===== config.mk =====
export PLATFORM = sky130hd
export DESIGN_NAME = board_top
export DESIGN_NICKNAME = d
export VERILOG_FILES = /design/src/logic/audio_pkg.sv /design/src/logic/board_pkg.sv /design/src/logic/board_top.sv /design/src/logic/i2s_mic_receiver.sv /design/src/logic/lab_top.sv /design/src/logic/level_meter.sv /design/src/logic/seven_seg_display.sv /design/src/logic/tick_gen.sv
export SDC_FILE = /design/constraint.sdc
export NUM_CORES = 1
export LEC_CHECK = 0
export BUFFER_PORTS_ARGS = -buffer_cell sky130_fd_sc_hd__buf_2
export CORE_MARGIN = 2
export CORE_UTILIZATION = 32
export CTS_BUF_LIST = sky130_fd_sc_hd__clkbuf_8
export CTS_CLUSTER_DIAMETER = 50
export DETAILED_ROUTE_END_ITERATION = 10
export SLEW_MARGIN = 20
export SYNTH_ARGS = -nofsm -noshare
export SYNTH_HDL_FRONTEND = slang
export SYNTH_SLANG_ARGS = --single-unit
export TNS_END_PERCENT = 50

===== constraint.sdc =====
create_clock -name clk -period 5.2 [get_ports clk]
set_clock_uncertainty 0.15 [all_clocks]
set_input_delay 0.52 -clock clk [delete_from_list [all_inputs] [get_ports clk]]
set_output_delay 0.52 -clock clk [all_outputs]
set_load 0.02 [all_outputs]

===== src/logic/audio_pkg.sv =====
`default_nettype none

package audio_pkg;

    localparam int sample_w = 24;   // INMP441 word length

    // Two's complement microphone word
    typedef logic signed [sample_w - 1:0] sample_t;

    // Absolute value, one bit narrower
    typedef logic [sample_w - 2:0] magnitude_t;

    // Strobe plus word, receiver to meter and display hold
    typedef struct packed {
        logic    valid;   // One clock wide
        sample_t value;   // Held until the next strobe
    } mic_sample_t;

    // One LED worth of level, also one decay step
    localparam int level_step = 1 << 19;

    typedef enum logic [1:0] {
        wait_frame,   // Right slot or start-up
        skip_bit,     // First bit clock of the left slot carries no data
        shift,        // 24 data bits, MSB first
        idle_slot     // Rest of the left slot
    } rx_state_t;

endpackage

`default_nettype wire


===== src/logic/board_pkg.sv =====
`default_nettype none

package board_pkg;

    // ------------------------------------------------------------------------
    // Board I/O widths
    // ------------------------------------------------------------------------

    localparam int w_key   = 8;
    localparam int w_sw    = 8;
    localparam int w_led   = 16;
    localparam int w_digit = 6;
    localparam int w_seg   = 8;   // a..g plus dot

    typedef logic [w_key   - 1:0] key_t;        // Active high after the top level
    typedef logic [w_sw    - 1:0] sw_t;
    typedef logic [w_led   - 1:0] led_t;
    typedef logic [w_seg   - 1:0] segments_t;   // abcdefgh, a is MSB
    typedef logic [w_digit - 1:0] digit_sel_t;  // One-hot, digit 0 is bit 0
    typedef logic [3:0]           nibble_t;

    // Everything the seven-segment scan drives, kept in step
    typedef struct packed {
        segments_t  abcdefgh;
        digit_sel_t digit;
    } disp_out_t;

endpackage

`default_nettype wire


===== src/logic/board_top.sv =====
`timescale 1ns/1ps
`default_nettype none

module board_top
    import board_pkg::*;
#(
    parameter int clk_mhz     = 50,
    parameter int tick_hz     = 8,        // Peak decay rate
    parameter int refresh_div = 50_000,   // Clocks per digit, 1 kHz at 50 MHz
    parameter int sck_div     = 8         // About 3.1 MHz bit clock
)(
    input  logic       clk,
    input  logic       arst_n,

    input  key_t       key_n,     // Low when pressed
    input  sw_t        sw,

    input  logic       mic_sd,

    output led_t       led,
    output segments_t  abcdefgh,
    output digit_sel_t digit_n,   // Common anode, low selects

    output logic       mic_sck,
    output logic       mic_ws,
    output logic       mic_lr
);

    logic      slow_tick;
    key_t      key;
    disp_out_t disp;

    assign key = ~key_n;   // Lab side sees pressed as 1

    // ------------------------------------------------------------------------
    // Decay tick, one enable pulse in the clk domain
    // ------------------------------------------------------------------------

    tick_gen #(
        .clk_mhz ( clk_mhz ),
        .tick_hz ( tick_hz )
    ) i_tick_gen (
        .clk       ( clk       ),
        .arst_n    ( arst_n    ),
        .slow_tick ( slow_tick )
    );

    lab_top #(
        .sck_div     ( sck_div     ),
        .refresh_div ( refresh_div )
    ) i_lab_top (
        .clk       ( clk       ),
        .arst_n    ( arst_n    ),
        .slow_tick ( slow_tick ),
        .key       ( key       ),
        .sw        ( sw        ),
        .mic_sd    ( mic_sd    ),
        .mic_sck   ( mic_sck   ),
        .mic_ws    ( mic_ws    ),
        .led       ( led       ),
        .disp      ( disp      )
    );

    assign abcdefgh = disp.abcdefgh;
    assign digit_n  = ~disp.digit;

    assign mic_lr = 1'b0;   // Microphone answers in the left slot

endmodule

`default_nettype wire


===== src/logic/i2s_mic_receiver.sv =====
`timescale 1ns/1ps
`default_nettype none

module i2s_mic_receiver
    import audio_pkg::*;
#(
    parameter int sck_div = 8   // Clocks per sck half period, 2 or more
)(
    input  logic        clk,
    input  logic        arst_n,
    input  logic        sd,
    output logic        sck,
    output logic        ws,
    output mic_sample_t sample
);

    localparam int div_w = (sck_div > 1) ? $clog2(sck_div) : 1;

    logic [div_w - 1:0] div_cnt;
    logic               half_end;   // Last clock of an sck half period
    logic               rise_en;
    logic               fall_en;
    logic [5:0]         slot_cnt;   // sck periods within the 64-bit frame
    rx_state_t          state;
    logic [4:0]         bit_cnt;    // Data bits taken so far
    logic [22:0]        shreg;
    logic               valid;
    sample_t            value;

    // ------------------------------------------------------------------------
    // Bit clock and word select
    // ------------------------------------------------------------------------

    assign half_end = (div_cnt == div_w'(sck_div - 1));
    assign rise_en  = half_end && !sck;   // sck goes high on this edge
    assign fall_en  = half_end && sck;

    always_ff @(posedge clk or negedge arst_n) begin
        if (!arst_n) begin
            div_cnt  <= '0;
            sck      <= 1'b0;
            slot_cnt <= '0;
        end else begin
            if (half_end) begin
                div_cnt <= '0;
                sck     <= ~sck;
            end else begin
                div_cnt <= div_cnt + 1'b1;
            end
            if (fall_en)
                slot_cnt <= slot_cnt + 1'b1;   // Wraps every frame
        end
    end

    assign ws = slot_cnt[5];   // Low for periods 0..31, the left slot

    // ------------------------------------------------------------------------
    // Slot FSM
    // ------------------------------------------------------------------------

    always_ff @(posedge clk or negedge arst_n) begin
        if (!arst_n) begin
            state   <= wait_frame;
            bit_cnt <= '0;
            valid   <= 1'b0;
        end else begin
            valid <= 1'b0;
            case (state)
                wait_frame: if (slot_cnt == '0 && !sck) state <= skip_bit;  // Low phase, period 0
                skip_bit: begin
                    if (rise_en) begin   // Unused first bit
                        state   <= shift;
                        bit_cnt <= '0;
                    end
                end
                shift: begin
                    if (rise_en) begin
                        bit_cnt <= bit_cnt + 1'b1;
                        if (bit_cnt == 5'd23) begin   // LSB taken
                            state <= idle_slot;
                            valid <= 1'b1;
                        end
                    end
                end
                idle_slot: if (ws) state <= wait_frame;   // Right slot started
                default:   state <= wait_frame;
            endcase
        end
    end

    // Data path, sampled on rising sck
    always_ff @(posedge clk) begin
        if (state == shift && rise_en) begin
            shreg <= {shreg[21:0], sd};
            if (bit_cnt == 5'd23)
                value <= {shreg, sd};   // Full word, MSB first
        end
    end

    assign sample = '{valid: valid, value: value};

    // Strobe only after the 24th shift
    assert property (@(posedge clk) disable iff (!arst_n)
        sample.valid |-> ($past(state) == shift) && (state == idle_slot));

    // Word select moves with the falling bit clock only
    assert property (@(posedge clk) disable iff (!arst_n)
        $changed(ws) |-> $fell(sck));

endmodule

`default_nettype wire


===== src/logic/lab_top.sv =====
`timescale 1ns/1ps
`default_nettype none

module lab_top
    import board_pkg::*;
    import audio_pkg::*;
#(
    parameter int sck_div     = 8,
    parameter int refresh_div = 50_000
)(
    input  logic      clk,
    input  logic      arst_n,
    input  logic      slow_tick,
    input  key_t      key,
    input  sw_t       sw,
    input  logic      mic_sd,
    output logic      mic_sck,
    output logic      mic_ws,
    output led_t      led,
    output disp_out_t disp
);

    mic_sample_t sample;
    magnitude_t  peak;
    logic        load_pend;    // Strobe delayed so peak has settled
    logic [23:0] disp_value;

    i2s_mic_receiver #(
        .sck_div ( sck_div )
    ) i_mic (
        .clk    ( clk     ),
        .arst_n ( arst_n  ),
        .sd     ( mic_sd  ),
        .sck    ( mic_sck ),
        .ws     ( mic_ws  ),
        .sample ( sample  )
    );

    level_meter i_meter (
        .clk       ( clk       ),
        .arst_n    ( arst_n    ),
        .slow_tick ( slow_tick ),
        .sample    ( sample    ),
        .peak      ( peak      ),
        .led       ( led       )
    );

    // ------------------------------------------------------------------------
    // Display hold, sw[0] picks peak over raw word, key[0] freezes
    // ------------------------------------------------------------------------

    always_ff @(posedge clk or negedge arst_n) begin
        if (!arst_n) begin
            load_pend  <= 1'b0;
            disp_value <= '0;   // Shows 000000
        end else begin
            load_pend <= sample.valid;
            if (load_pend && !key[0])
                disp_value <= sw[0] ? {1'b0, peak} : sample.value;
        end
    end

    seven_seg_display #(
        .refresh_div ( refresh_div )
    ) i_display (
        .clk    ( clk        ),
        .arst_n ( arst_n     ),
        .value  ( disp_value ),
        .disp   ( disp       )
    );

endmodule

`default_nettype wire


===== src/logic/level_meter.sv =====
`timescale 1ns/1ps
`default_nettype none

module level_meter
    import board_pkg::*;
    import audio_pkg::*;
(
    input  logic        clk,
    input  logic        arst_n,
    input  logic        slow_tick,
    input  mic_sample_t sample,
    output magnitude_t  peak,
    output led_t        led
);

    sample_t    neg;
    magnitude_t mag;

    // ------------------------------------------------------------------------
    // Magnitude
    // ------------------------------------------------------------------------

    always_comb begin
        neg = -sample.value;
        if (!sample.value[23])
            mag = sample.value[22:0];   // Already positive
        else if (neg[23])
            mag = '1;                   // Most negative word, saturate
        else
            mag = neg[22:0];
    end

    // ------------------------------------------------------------------------
    // Peak hold with slow decay
    // ------------------------------------------------------------------------

    always_ff @(posedge clk or negedge arst_n) begin
        if (!arst_n) begin
            peak <= '0;
        end else if (sample.valid) begin   // Strobe wins over tick
            if (mag > peak)
                peak <= mag;
        end else if (slow_tick) begin
            if (peak >= magnitude_t'(level_step))
                peak <= peak - magnitude_t'(level_step);
            else
                peak <= '0;                // Floor
        end
    end

    // Thermometer bar, bit 0 lights first
    always_comb begin
        for (int i = 0; i < w_led; i++) begin
            led[i] = int'(peak) >= (i + 1) * level_step;
        end
    end

    // Peak never ends up below the word just taken
    assert property (@(posedge clk) disable iff (!arst_n)
        sample.valid |=> peak >= $past(mag));

endmodule

`default_nettype wire


===== src/logic/seven_seg_display.sv =====
`timescale 1ns/1ps
`default_nettype none

module seven_seg_display
    import board_pkg::*;
#(
    parameter int refresh_div = 50_000   // Clocks each digit stays lit
)(
    input  logic        clk,
    input  logic        arst_n,
    input  logic [23:0] value,
    output disp_out_t   disp
);

    localparam int ref_w = (refresh_div > 1) ? $clog2(refresh_div) : 1;

    logic [ref_w - 1:0] ref_cnt;
    digit_sel_t         sel;
    nibble_t            nib;

    // Hex glyphs, a is bit 7, dot stays dark
    function automatic segments_t hex_glyph(input nibble_t n);
        case (n)
            4'h0: hex_glyph = 8'b1111_1100;
            4'h1: hex_glyph = 8'b0110_0000;
            4'h2: hex_glyph = 8'b1101_1010;
            4'h3: hex_glyph = 8'b1111_0010;
            4'h4: hex_glyph = 8'b0110_0110;
            4'h5: hex_glyph = 8'b1011_0110;
            4'h6: hex_glyph = 8'b1011_1110;
            4'h7: hex_glyph = 8'b1110_0000;
            4'h8: hex_glyph = 8'b1111_1110;
            4'h9: hex_glyph = 8'b1111_0110;
            4'ha: hex_glyph = 8'b1110_1110;
            4'hb: hex_glyph = 8'b0011_1110;   // Lower case b
            4'hc: hex_glyph = 8'b1001_1100;
            4'hd: hex_glyph = 8'b0111_1010;   // Lower case d
            4'he: hex_glyph = 8'b1001_1110;
            default: hex_glyph = 8'b1000_1110;   // F
        endcase
    endfunction

    // ------------------------------------------------------------------------
    // Scan, digit 0 up to digit 5
    // ------------------------------------------------------------------------

    always_ff @(posedge clk or negedge arst_n) begin
        if (!arst_n) begin
            ref_cnt <= '0;
            sel     <= digit_sel_t'(1);
        end else if (ref_cnt == ref_w'(refresh_div - 1)) begin
            ref_cnt <= '0;
            sel     <= {sel[w_digit - 2:0], sel[w_digit - 1]};   // Rotate left
        end else begin
            ref_cnt <= ref_cnt + 1'b1;
        end
    end

    // Nibble under the current select
    always_comb begin
        nib = '0;
        for (int i = 0; i < w_digit; i++) begin
            if (sel[i])
                nib = value[4 * i +: 4];
        end
    end

    // Glyph and select leave through one register
    always_ff @(posedge clk or negedge arst_n) begin
        if (!arst_n)
            disp <= '{abcdefgh: hex_glyph(4'h0), digit: digit_sel_t'(1)};
        else
            disp <= '{abcdefgh: hex_glyph(nib), digit: sel};
    end

    assert property (@(posedge clk) disable iff (!arst_n)
        $onehot(disp.digit));

endmodule

`default_nettype wire


===== src/logic/tick_gen.sv =====
`timescale 1ns/1ps
`default_nettype none

module tick_gen #(
    parameter int clk_mhz = 50,
    parameter int tick_hz = 8
)(
    input  logic clk,
    input  logic arst_n,
    output logic slow_tick
);

    localparam int period = clk_mhz * 1_000_000 / tick_hz;   // Clocks per tick
    localparam int cnt_w  = (period > 1) ? $clog2(period) : 1;

    logic [cnt_w - 1:0] cnt;

    // Down-counter, tick registered on the zero cycle
    always_ff @(posedge clk or negedge arst_n) begin
        if (!arst_n) begin
            cnt       <= cnt_w'(period - 1);
            slow_tick <= 1'b0;
        end else if (cnt == '0) begin
            cnt       <= cnt_w'(period - 1);   // Reload
            slow_tick <= 1'b1;
        end else begin
            cnt       <= cnt - 1'b1;
            slow_tick <= 1'b0;
        end
    end

    // Downstream decays once per pulse, never twice back to back
    assert property (@(posedge clk) disable iff (!arst_n)
        slow_tick |=> !slow_tick);

endmodule

`default_nettype wire


==> metrics.txt, run 1 <==
# TYPE chip_impl_metric gauge
chip_impl_info{name="run_status",value="completed"} 1
chip_impl_metric{name="die-area",unit="um^2"} 29350
chip_impl_info{name="r2r_start",value="i_lab_top.i_mic.value[1]$_DFFE_PP_"} 1
chip_impl_metric{name="drt_pre_antenna_iters",unit=""} 7
chip_impl_metric{name="drt_iter0_markers",unit=""} 384
chip_impl_metric{name="yosysWarningCount",unit=""} 0
chip_impl_metric{name="count_of_cells_along_the_worst_hold_path",unit=""} 1
chip_impl_metric{name="largest_fanout_on_the_critical_path",unit=""} 7
chip_impl_info{name="worst-setup-path-type",value="reg2reg"} 1
chip_impl_metric{name="clock-sinks",unit=""} 172
chip_impl_metric{name="antenna_found_initial",unit=""} 0
chip_impl_metric{name="design_power_total",unit="W"} 0.002356
chip_impl_metric{name="timing.final.crit_share",unit=""} 0.8919
chip_impl_metric{name="finish.utilization",unit=""} 0.3567
chip_impl_metric{name="synthesis.area",unit="um^2"} 8957
chip_impl_metric{name="ctsHtreeMaxLevel",unit=""} 4
chip_impl_info{name="hold_start",value="mic_sd"} 1
chip_impl_metric{name="timing.slew.headroom",unit=""} 0.3041
chip_impl_metric{name="p_leak",unit="nW"} 4.131
chip_impl_metric{name="timing.critical_path.required",unit="ps"} 5420
chip_impl_metric{name="cts_resized",unit=""} 0
chip_impl_info{name="netlist.top_cell.by_area",value="sky130_fd_sc_hd__dfrtp_1"} 1
chip_impl_info{name="hold_path_class",value="in2reg"} 1
chip_impl_metric{name="final.min_clock_period",unit="ps"} 4638
chip_impl_metric{name="arrival",unit="ps"} 4850
chip_impl_info{name="min_delay_worst_endpoint",value="i_lab_top.i_mic.shreg[0]$_DFFE_PP_"} 1
chip_impl_info{name="rsz_0062_raised_after_global_routing",value="no"} 1
chip_impl_info{name="ctsRootBufferMaster",value="sky130_fd_sc_hd__clkbuf_8"} 1
chip_impl_metric{name="timing.fmax",unit="MHz"} 215.6
chip_impl_metric{name="cts.clk_slew.worst_paths",unit="ps"} 100
chip_impl_metric{name="setup.reg_to_reg.worst_slack",unit="ps"} 560
chip_impl_metric{name="routed_wl",unit="um"} 17740
chip_impl_metric{name="worstRegToRegCells",unit=""} 14
chip_impl_metric{name="final_slew_violations",unit=""} 0
chip_impl_metric{name="clockBufferDepth",unit=""} 2
chip_impl_metric{name="gr-total-overflow",unit=""} 0
chip_impl_metric{name="slew_of_the_pin_with_the_lowest_slew_margin",unit="ps"} 1044
chip_impl_metric{name="synth.yosys.seq_area_share",unit=""} 0.5100
chip_impl_metric{name="place.gp.congestion",unit=""} 0.8885
chip_impl_metric{name="grt_max_degree",unit=""} 81
chip_impl_metric{name="cellPowerDensity",unit="nW/um^2"} 238.4
chip_impl_metric{name="syn_avg_cell_area",unit="um^2"} 10.50
chip_impl_info{name="worstSetupStartpointType",value="register"} 1
chip_impl_metric{name="drt-vias-per-instance",unit=""} 4.841
chip_impl_metric{name="fin_nets",unit=""} 941
chip_impl_metric{name="die-height",unit="um"} 171.3
chip_impl_metric{name="synth-edff-count",unit=""} 47
chip_impl_metric{name="grt_pass1_vias",unit=""} 5679
chip_impl_metric{name="area_delta_synth_final",unit="%"} 10.34
chip_impl_metric{name="post-synth-top-area-fraction",unit=""} 0.2850
chip_impl_metric{name="maxCapViolCount",unit=""} 0
chip_impl_metric{name="wl_per_instance",unit="um"} 14.00
chip_impl_info{name="synth_top_cells_by_area",value="sky130_fd_sc_hd__dfrtp_1, sky130_fd_sc_hd__edfxtp_1, sky130_fd_sc_hd__dfstp_2, sky130_fd_sc_hd__ha_1, sky130_fd_sc_hd__mux2i_1"} 1
chip_impl_metric{name="cts_made_buffers",unit=""} 17
chip_impl_info{name="rr_endpoint",value="i_lab_top.i_meter.peak[20]$_DFFE_PN0P_"} 1
chip_impl_info{name="worstSetupEndpointType",value="register"} 1
chip_impl_metric{name="floorplan_row_count",unit=""} 61
chip_impl_metric{name="synthesis.instances",unit=""} 853
chip_impl_metric{name="post-dp-hpwl",unit="um"} 12450
chip_impl_metric{name="clkLatencyLatePin",unit="ps"} 480
chip_impl_metric{name="grt_first_pass_wirelength",unit="um"} 29160
chip_impl_metric{name="final.setup.tns",unit="ps"} 0
chip_impl_metric{name="antenna_cells_inserted",unit=""} 0
chip_impl_metric{name="placement.io_buffers",unit=""} 34
chip_impl_metric{name="synth_seq_cells",unit=""} 172
chip_impl_metric{name="remaining_drc_errors",unit=""} 0
chip_impl_metric{name="design.core.area",unit="um^2"} 27710
chip_impl_metric{name="yosysUniqueCellTypes",unit=""} 72
chip_impl_metric{name="postSynth.asyncResetShare",unit=""} 0.7267
chip_impl_metric{name="ant_nets",unit=""} 0
chip_impl_metric{name="die_w",unit="um"} 171.3
chip_impl_info{name="cts_tree",value="built"} 1
chip_impl_metric{name="vias",unit=""} 6134
chip_impl_metric{name="worst_ir_drop_vdd",unit="mV"} 0.1520
chip_impl_metric{name="effective_utilization_at_floorplan",unit=""} 0.3233
chip_impl_metric{name="setup_violations",unit=""} 0
chip_impl_metric{name="hold_viol_final",unit=""} 0
chip_impl_metric{name="floorplan.io_pins",unit=""} 52
chip_impl_metric{name="overall_routing_resource_usage",unit=""} 0.1260
chip_impl_metric{name="final_layout_size_suffix_gt1_frac",unit=""} 0.1530
chip_impl_info{name="ys.flop_type",value="sky130_fd_sc_hd__dfrtp_1"} 1
[cell families (layout without fill, tap and decap cells)]
kind of cell,count (synthesis),count (layout),synth area share
xor+xnor,36,36,0.03520
other cells,1,3,0.0004187
flops,172,172,0.5100
simple gates,280,280,0.1625
mux,56,56,0.06761
fa+ha+maj,46,46,0.06425
compound gates,158,158,0.1113
buf+inv,104,138,0.04875
[area by class of cell]
type                            instances  area (um^2)
Inverter                               63        236.5
Sequential cell                       172         4568
Fill cell                            2748        17820
Multi-Input combinational cell        579         3969
Clock buffer                           17        234.0
Tap cell                              378        473.0
Clock inverter                         15        156.4
Timing Repair Buffer                   43        246.5
[cell usage in the layout (no fill, tap or decap), drive strengths merged, types with 16 or more instances in the layout]
cell type    n
nand2       64
nand3       23
mux2        26
o21ai       36
edfxtp      47
a21oi       55
and2        19
inv         68
dfrtp      102
nor4        16
dfstp       23
nor2        72
mux2i       29
buf         42
ha          46
clkbuf      17
nor3        20
xnor2       23
[state kept, by name (all words and copies together), names as in the netlist, 2 cells and up]
name and cells:
i_lab_top.disp_value 24, i_lab_top.i_mic.value 24, i_lab_top.i_meter.peak 23, i_lab_top.i_mic.shreg 23
i_tick_gen.cnt 23, i_lab_top.i_display.ref_cnt 16, i_lab_top.i_display.disp 13, i_lab_top.i_display.sel 6
i_lab_top.i_mic.slot_cnt 6, i_lab_top.i_mic.bit_cnt 5, i_lab_top.i_mic.div_cnt 3, i_lab_top.i_mic.state 2
[cell usage after synthesis, types with 22 or more instances]
| cell type | count |
|---|---|
| sky130_fd_sc_hd__a21oi_1 | 55 |
| sky130_fd_sc_hd__mux2i_1 | 29 |
| sky130_fd_sc_hd__clkbuf_1 | 22 |
| sky130_fd_sc_hd__dfstp_2 | 23 |
| sky130_fd_sc_hd__inv_1 | 62 |
| sky130_fd_sc_hd__nand3_1 | 23 |
| sky130_fd_sc_hd__dfrtp_1 | 102 |
| sky130_fd_sc_hd__ha_1 | 46 |
| sky130_fd_sc_hd__mux2_2 | 25 |
| sky130_fd_sc_hd__nand2_1 | 63 |
| sky130_fd_sc_hd__xnor2_1 | 23 |
| sky130_fd_sc_hd__edfxtp_1 | 47 |
| sky130_fd_sc_hd__nor2_1 | 72 |
[what timing repair did]
| action | 4_1_cts | 5_1_grt |
|---|---|---|
| hold endpoints to repair | 0 | 30 |
| setup buffers | 0 | 0 |
| hold buffers | 0 | 1 |
[critical path, cell delays in order (launching register included)]
cell and delay, ps:
sky130_fd_sc_hd__edfxtp_1 500, sky130_fd_sc_hd__inv_1 120, sky130_fd_sc_hd__ha_1 180, sky130_fd_sc_hd__nor4b_4 250, sky130_fd_sc_hd__nand2_2 170, sky130_fd_sc_hd__or4_4 480
sky130_fd_sc_hd__o41a_1 320, sky130_fd_sc_hd__o21a_1 200, sky130_fd_sc_hd__ha_1 320, sky130_fd_sc_hd__nand4_1 180, sky130_fd_sc_hd__nor4_1 510, sky130_fd_sc_hd__a21oi_1 270
sky130_fd_sc_hd__a21oi_1 310, sky130_fd_sc_hd__a21o_1 220, sky130_fd_sc_hd__mux2_2 350
[per-layer routing]
metal	vias up	GRT usage	share of wire
li1	3066	-	-
met4	0	0.03979	0.015
met3	18	0.02692	0.033
met2	88	0.1992	0.46
met1	2962	0.1725	0.49
met5	-	0	0
[power by group]
| group | switching, W | internal [W] | total, W | leakage, nW |
|---|---|---|---|---|
| registers | 0 | 0.00138 | 0.00138 | 2.02 |
| clock network | 0.000542 | 0.000396 | 0.000938 | 0.203 |
| logic | 0.0000283 | 0.00000760 | 0.0000359 | 1.90 |
| total | 0.000570 | 0.00179 | 0.00236 | 4.13 |
[metrics by stage]
step / cell area, um^2 / hold WS, ps / setup slack [ps] / cells
3_5_place_dp: 9473 / 255.2 / 539.7 / 1234
4_1_cts: 9863 / 53.82 / 531.8 / 1266
3_3_place_gp: 9473 / 250.7 / 613.6 / 1234
5_1_grt: 9883 / 62.19 / 298.9 / 1267
6_report: 9883 / 89.50 / 562.1 / 1267
2_1_floorplan: 8965 / 74.41 / 1098 / 855
[how the worst max path moves through the flow]
stage	start	to	slack [ps]	cells past startpoint
final	i_lab_top.i_mic.value[1]$_DFFE_PP_	i_lab_top.i_meter.peak[20]$_DFFE_PN0P_	560	14
after CTS	i_lab_top.i_mic.value[1]$_DFFE_PP_	i_lab_top.i_meter.peak[20]$_DFFE_PN0P_	530	14
after detailed placement	i_lab_top.i_mic.value[1]$_DFFE_PP_	i_lab_top.i_meter.peak[20]$_DFFE_PN0P_	540	14
after global placement	i_lab_top.i_mic.value[1]$_DFFE_PP_	i_lab_top.i_meter.peak[20]$_DFFE_PN0P_	610	14
after floorplan	i_lab_top.i_mic.value[1]$_DFFE_PP_	i_lab_top.i_meter.peak[10]$_DFFE_PN0P_	1100	14
after global routing	i_lab_top.i_mic.value[1]$_DFFE_PP_	i_lab_top.i_meter.peak[20]$_DFFE_PN0P_	300	14
Note: power is estimated with default switching activity, not from simulation.
==> run 2: changes to the inputs <==
ABC_CLOCK_PERIOD_IN_PS = 5200   (was not set)
BUFFER_PORTS_ARGS = -buffer_cell sky130_fd_sc_hd__buf_4   (was -buffer_cell sky130_fd_sc_hd__buf_2)
==> metrics.txt, run 2 (synthesis gave the netlist of run 1 again) <==
# TYPE chip_impl_metric gauge
chip_impl_info{name="run_status",value="completed"} 1
chip_impl_metric{name="vias",unit=""} 6148
chip_impl_info{name="timing.critical_path.cells",value="inv_1, ha_1, nor4b_4, nand2_2, or4_4, o41a_1, o21a_1, ha_1, nand4_1, nor4_1, a21oi_1, a21oi_1, a21o_1, mux2_2"} 1
chip_impl_metric{name="drt_pre_antenna_iters",unit=""} 5
chip_impl_metric{name="hold_viol_final",unit=""} 0
chip_impl_metric{name="die-height",unit="um"} 171.3
chip_impl_metric{name="place_area",unit="um^2"} 9555
chip_impl_info{name="reg_top3",value="i_lab_top.disp_value x24, i_lab_top.i_mic.value x24"} 1
chip_impl_info{name="ctsRootBufferMaster",value="sky130_fd_sc_hd__clkbuf_8"} 1
chip_impl_metric{name="timing.fmax",unit="MHz"} 216.3
chip_impl_metric{name="maximum_single_stage_delay_on_the_critical_path",unit="ps"} 510
chip_impl_metric{name="share_seq_of_total_power",unit=""} 0.579
chip_impl_metric{name="comb_power_share",unit=""} 0.016
chip_impl_metric{name="slew_of_the_pin_with_the_lowest_slew_margin",unit="ps"} 950.3
chip_impl_metric{name="sw_frac_of_total",unit=""} 0.2292
chip_impl_metric{name="cts.clk_slew.worst_paths",unit="ps"} 100
chip_impl_metric{name="placement.io_buffers",unit=""} 34
chip_impl_info{name="worstSetupStartpointType",value="register"} 1
chip_impl_metric{name="final_design_area_no_fill",unit="um^2"} 9975
chip_impl_metric{name="final_layout_size_suffix_gt1_frac",unit=""} 0.1530
chip_impl_metric{name="pnr_worst_setup_slack",unit="ps"} 577.8
chip_impl_metric{name="routed_wl",unit="um"} 17890
chip_impl_metric{name="timing.slew.headroom",unit=""} 0.3665
chip_impl_metric{name="internal_cell_power",unit="W"} 0.001841
chip_impl_metric{name="gr-total-overflow",unit=""} 0
chip_impl_metric{name="cts_made_buffers",unit=""} 17
chip_impl_metric{name="arrival",unit="ps"} 4820
chip_impl_metric{name="worst_ir_drop_vdd",unit="mV"} 0.1638
chip_impl_metric{name="design.core.area",unit="um^2"} 27710
chip_impl_info{name="layout_commonest_cell",value="sky130_fd_sc_hd__dfrtp_1"} 1
chip_impl_info{name="cpMaxStageDelayCell",value="sky130_fd_sc_hd__nor4_1"} 1
chip_impl_metric{name="cellPowerDensity",unit="nW/um^2"} 239.5
chip_impl_info{name="rsz_0062_raised_after_global_routing",value="no"} 1
chip_impl_metric{name="clock_power_share",unit=""} 0.406
chip_impl_metric{name="die-area",unit="um^2"} 29350
chip_impl_metric{name="grt_pass1_vias",unit=""} 6020
chip_impl_metric{name="clkLatencyLatePin",unit="ps"} 460
chip_impl_metric{name="clockBufferDepth",unit=""} 2
chip_impl_metric{name="antenna_found_initial",unit=""} 0
chip_impl_metric{name="clock-sinks",unit=""} 172
chip_impl_metric{name="timing.critical_path.required",unit="ps"} 5400
chip_impl_metric{name="pre_cts_slack",unit="ps"} 544.5
chip_impl_metric{name="largest_fanout_on_the_critical_path",unit=""} 7
chip_impl_metric{name="antenna_cells_inserted",unit=""} 0
chip_impl_metric{name="drt_iter0_markers",unit=""} 523
chip_impl_metric{name="final.min_clock_period",unit="ps"} 4622
chip_impl_info{name="worstSetupEndpointType",value="register"} 1
chip_impl_metric{name="final_slew_violations",unit=""} 0
chip_impl_info{name="cts_tree",value="built"} 1
chip_impl_info{name="layout.cells.most_common_list",value="sky130_fd_sc_hd__dfrtp_1, sky130_fd_sc_hd__nor2_1, sky130_fd_sc_hd__nand2_1, sky130_fd_sc_hd__inv_1, sky130_fd_sc_hd__a21oi_1"} 1
chip_impl_metric{name="maxCapViolCount",unit=""} 0
chip_impl_metric{name="grt_first_pass_wirelength",unit="um"} 30130
chip_impl_metric{name="floorplan.io_pins",unit=""} 52
chip_impl_metric{name="setup_violations",unit=""} 0
chip_impl_metric{name="area_delta_synth_final",unit="%"} 11.36
chip_impl_info{name="hold_path_class",value="in2reg"} 1
chip_impl_metric{name="grt_max_degree",unit=""} 70
chip_impl_metric{name="wl_per_instance",unit="um"} 14.12
chip_impl_metric{name="ctsHtreeMaxLevel",unit=""} 4
chip_impl_metric{name="overall_routing_resource_usage",unit=""} 0.1285
chip_impl_metric{name="post-dp-hpwl",unit="um"} 12700
chip_impl_info{name="worst-setup-path-type",value="reg2reg"} 1
chip_impl_metric{name="whs",unit="ps"} 94.91
chip_impl_metric{name="final.setup.tns",unit="ps"} 0
chip_impl_metric{name="finish.utilization",unit=""} 0.3600
chip_impl_metric{name="floorplan_row_count",unit=""} 61
chip_impl_metric{name="die_w",unit="um"} 171.3
chip_impl_metric{name="post_cts_buffers",unit=""} 0
chip_impl_metric{name="power.net_switching",unit="W"} 0.0005476
chip_impl_metric{name="place.gp.congestion",unit=""} 0.8845
chip_impl_metric{name="effective_utilization_at_floorplan",unit=""} 0.3233
chip_impl_metric{name="drt-vias-per-instance",unit=""} 4.852
chip_impl_metric{name="p_leak",unit="nW"} 4.153
chip_impl_metric{name="fin_nets",unit=""} 941
chip_impl_metric{name="timing.final.crit_share",unit=""} 0.8889
chip_impl_metric{name="ant_nets",unit=""} 0
chip_impl_metric{name="remaining_drc_errors",unit=""} 0
chip_impl_metric{name="fillers",unit=""} 2753
## run 2: cell count changes in the layout (fill, tap and decap cells not counted), sizes merged
| cell | previous run | this run |
|---|---|---|
| clkinv | 9 | 3 |
| clkinvlp | 0 | 2 |
| inv | 68 | 70 |
| clkbuf | 17 | 18 |
| bufinv | 1 | 2 |
## run 2: critical path: cells and delay by family (launching register included)
kind            cells  cell delay (ps)
fa+ha+maj           2              520
mux                 1              360
buf+inv             1              120
simple gates        5             1600
flops               1              490
compound gates      5             1280
## run 2: worst paths after layout
kind                                                        start                                   endpoint  slack (ps)  depth (start not counted)
max                            i_lab_top.i_mic.value[1]$_DFFE_PP_     i_lab_top.i_meter.peak[20]$_DFFE_PN0P_         580                         14
min                                                        mic_sd         i_lab_top.i_mic.shreg[0]$_DFFE_PP_          90                          1
max reg2reg                    i_lab_top.i_mic.value[1]$_DFFE_PP_     i_lab_top.i_meter.peak[20]$_DFFE_PN0P_         580                         14
min reg2reg                i_lab_top.i_display.sel[0]$_DFFE_PN1N_      i_lab_top.i_display.disp[0]$_DFF_PN1_         270                          0
max in group asynchronous                                  arst_n     i_lab_top.i_meter.peak[19]$_DFFE_PN0P_        3440                          3
min in group asynchronous                                  arst_n  i_lab_top.i_display.ref_cnt[10]$_DFF_PN0_         300                          2
## run 2: cell type report
cell class	instances	area [um^2]	share of cell area
multi-input cells	579	3969	0.3979
clock buffers	18	247.7	0.02484
clock inverters	14	155.1	0.01555
flip-flops and latches	172	4568	0.4580
well taps	378	473.0	0.04742
inverters	63	236.5	0.02371
repair buffers	43	325.3	0.03261
## run 2: timing repair
action	4_1_cts	5_1_grt
endpoints found under the hold margin	15	0
gates resized for setup	0	0
hold buffers	1	0
## run 2: routing by layer
layer | vias up | wire (um) | track usage
met1 | 2983 | 8673 | 0.1728
met5 | - | 0 | 0
met4 | 0 | 268 | 0.04090
li1 | 3068 | - | -
met2 | 79 | 8354 | 0.2099
met3 | 18 | 594 | 0.02347
## run 2: power groups by stage
| stage | sequential (W) | combinational [W] | clock [W] |
|---|---|---|---|
| final | 0.00138 | 0.0000370 | 0.000970 |
| after global routing | 0.00138 | 0.0000426 | 0.00106 |
| after CTS | 0.00138 | 0.0000391 | 0.00100 |
| after detailed placement | 0.00141 | 0.0000382 | 0 |
| after global placement | 0.00141 | 0.0000380 | 0 |
| after floorplan | 0.00141 | 0.0000135 | 0 |
## run 2: through the flow
step                cells  power, W
detailed placement   1234  0.001447
global route         1267  0.002483
floorplan             855  0.001423
finish               1267  0.002389
global placement     1234  0.001447
CTS                  1267  0.002426
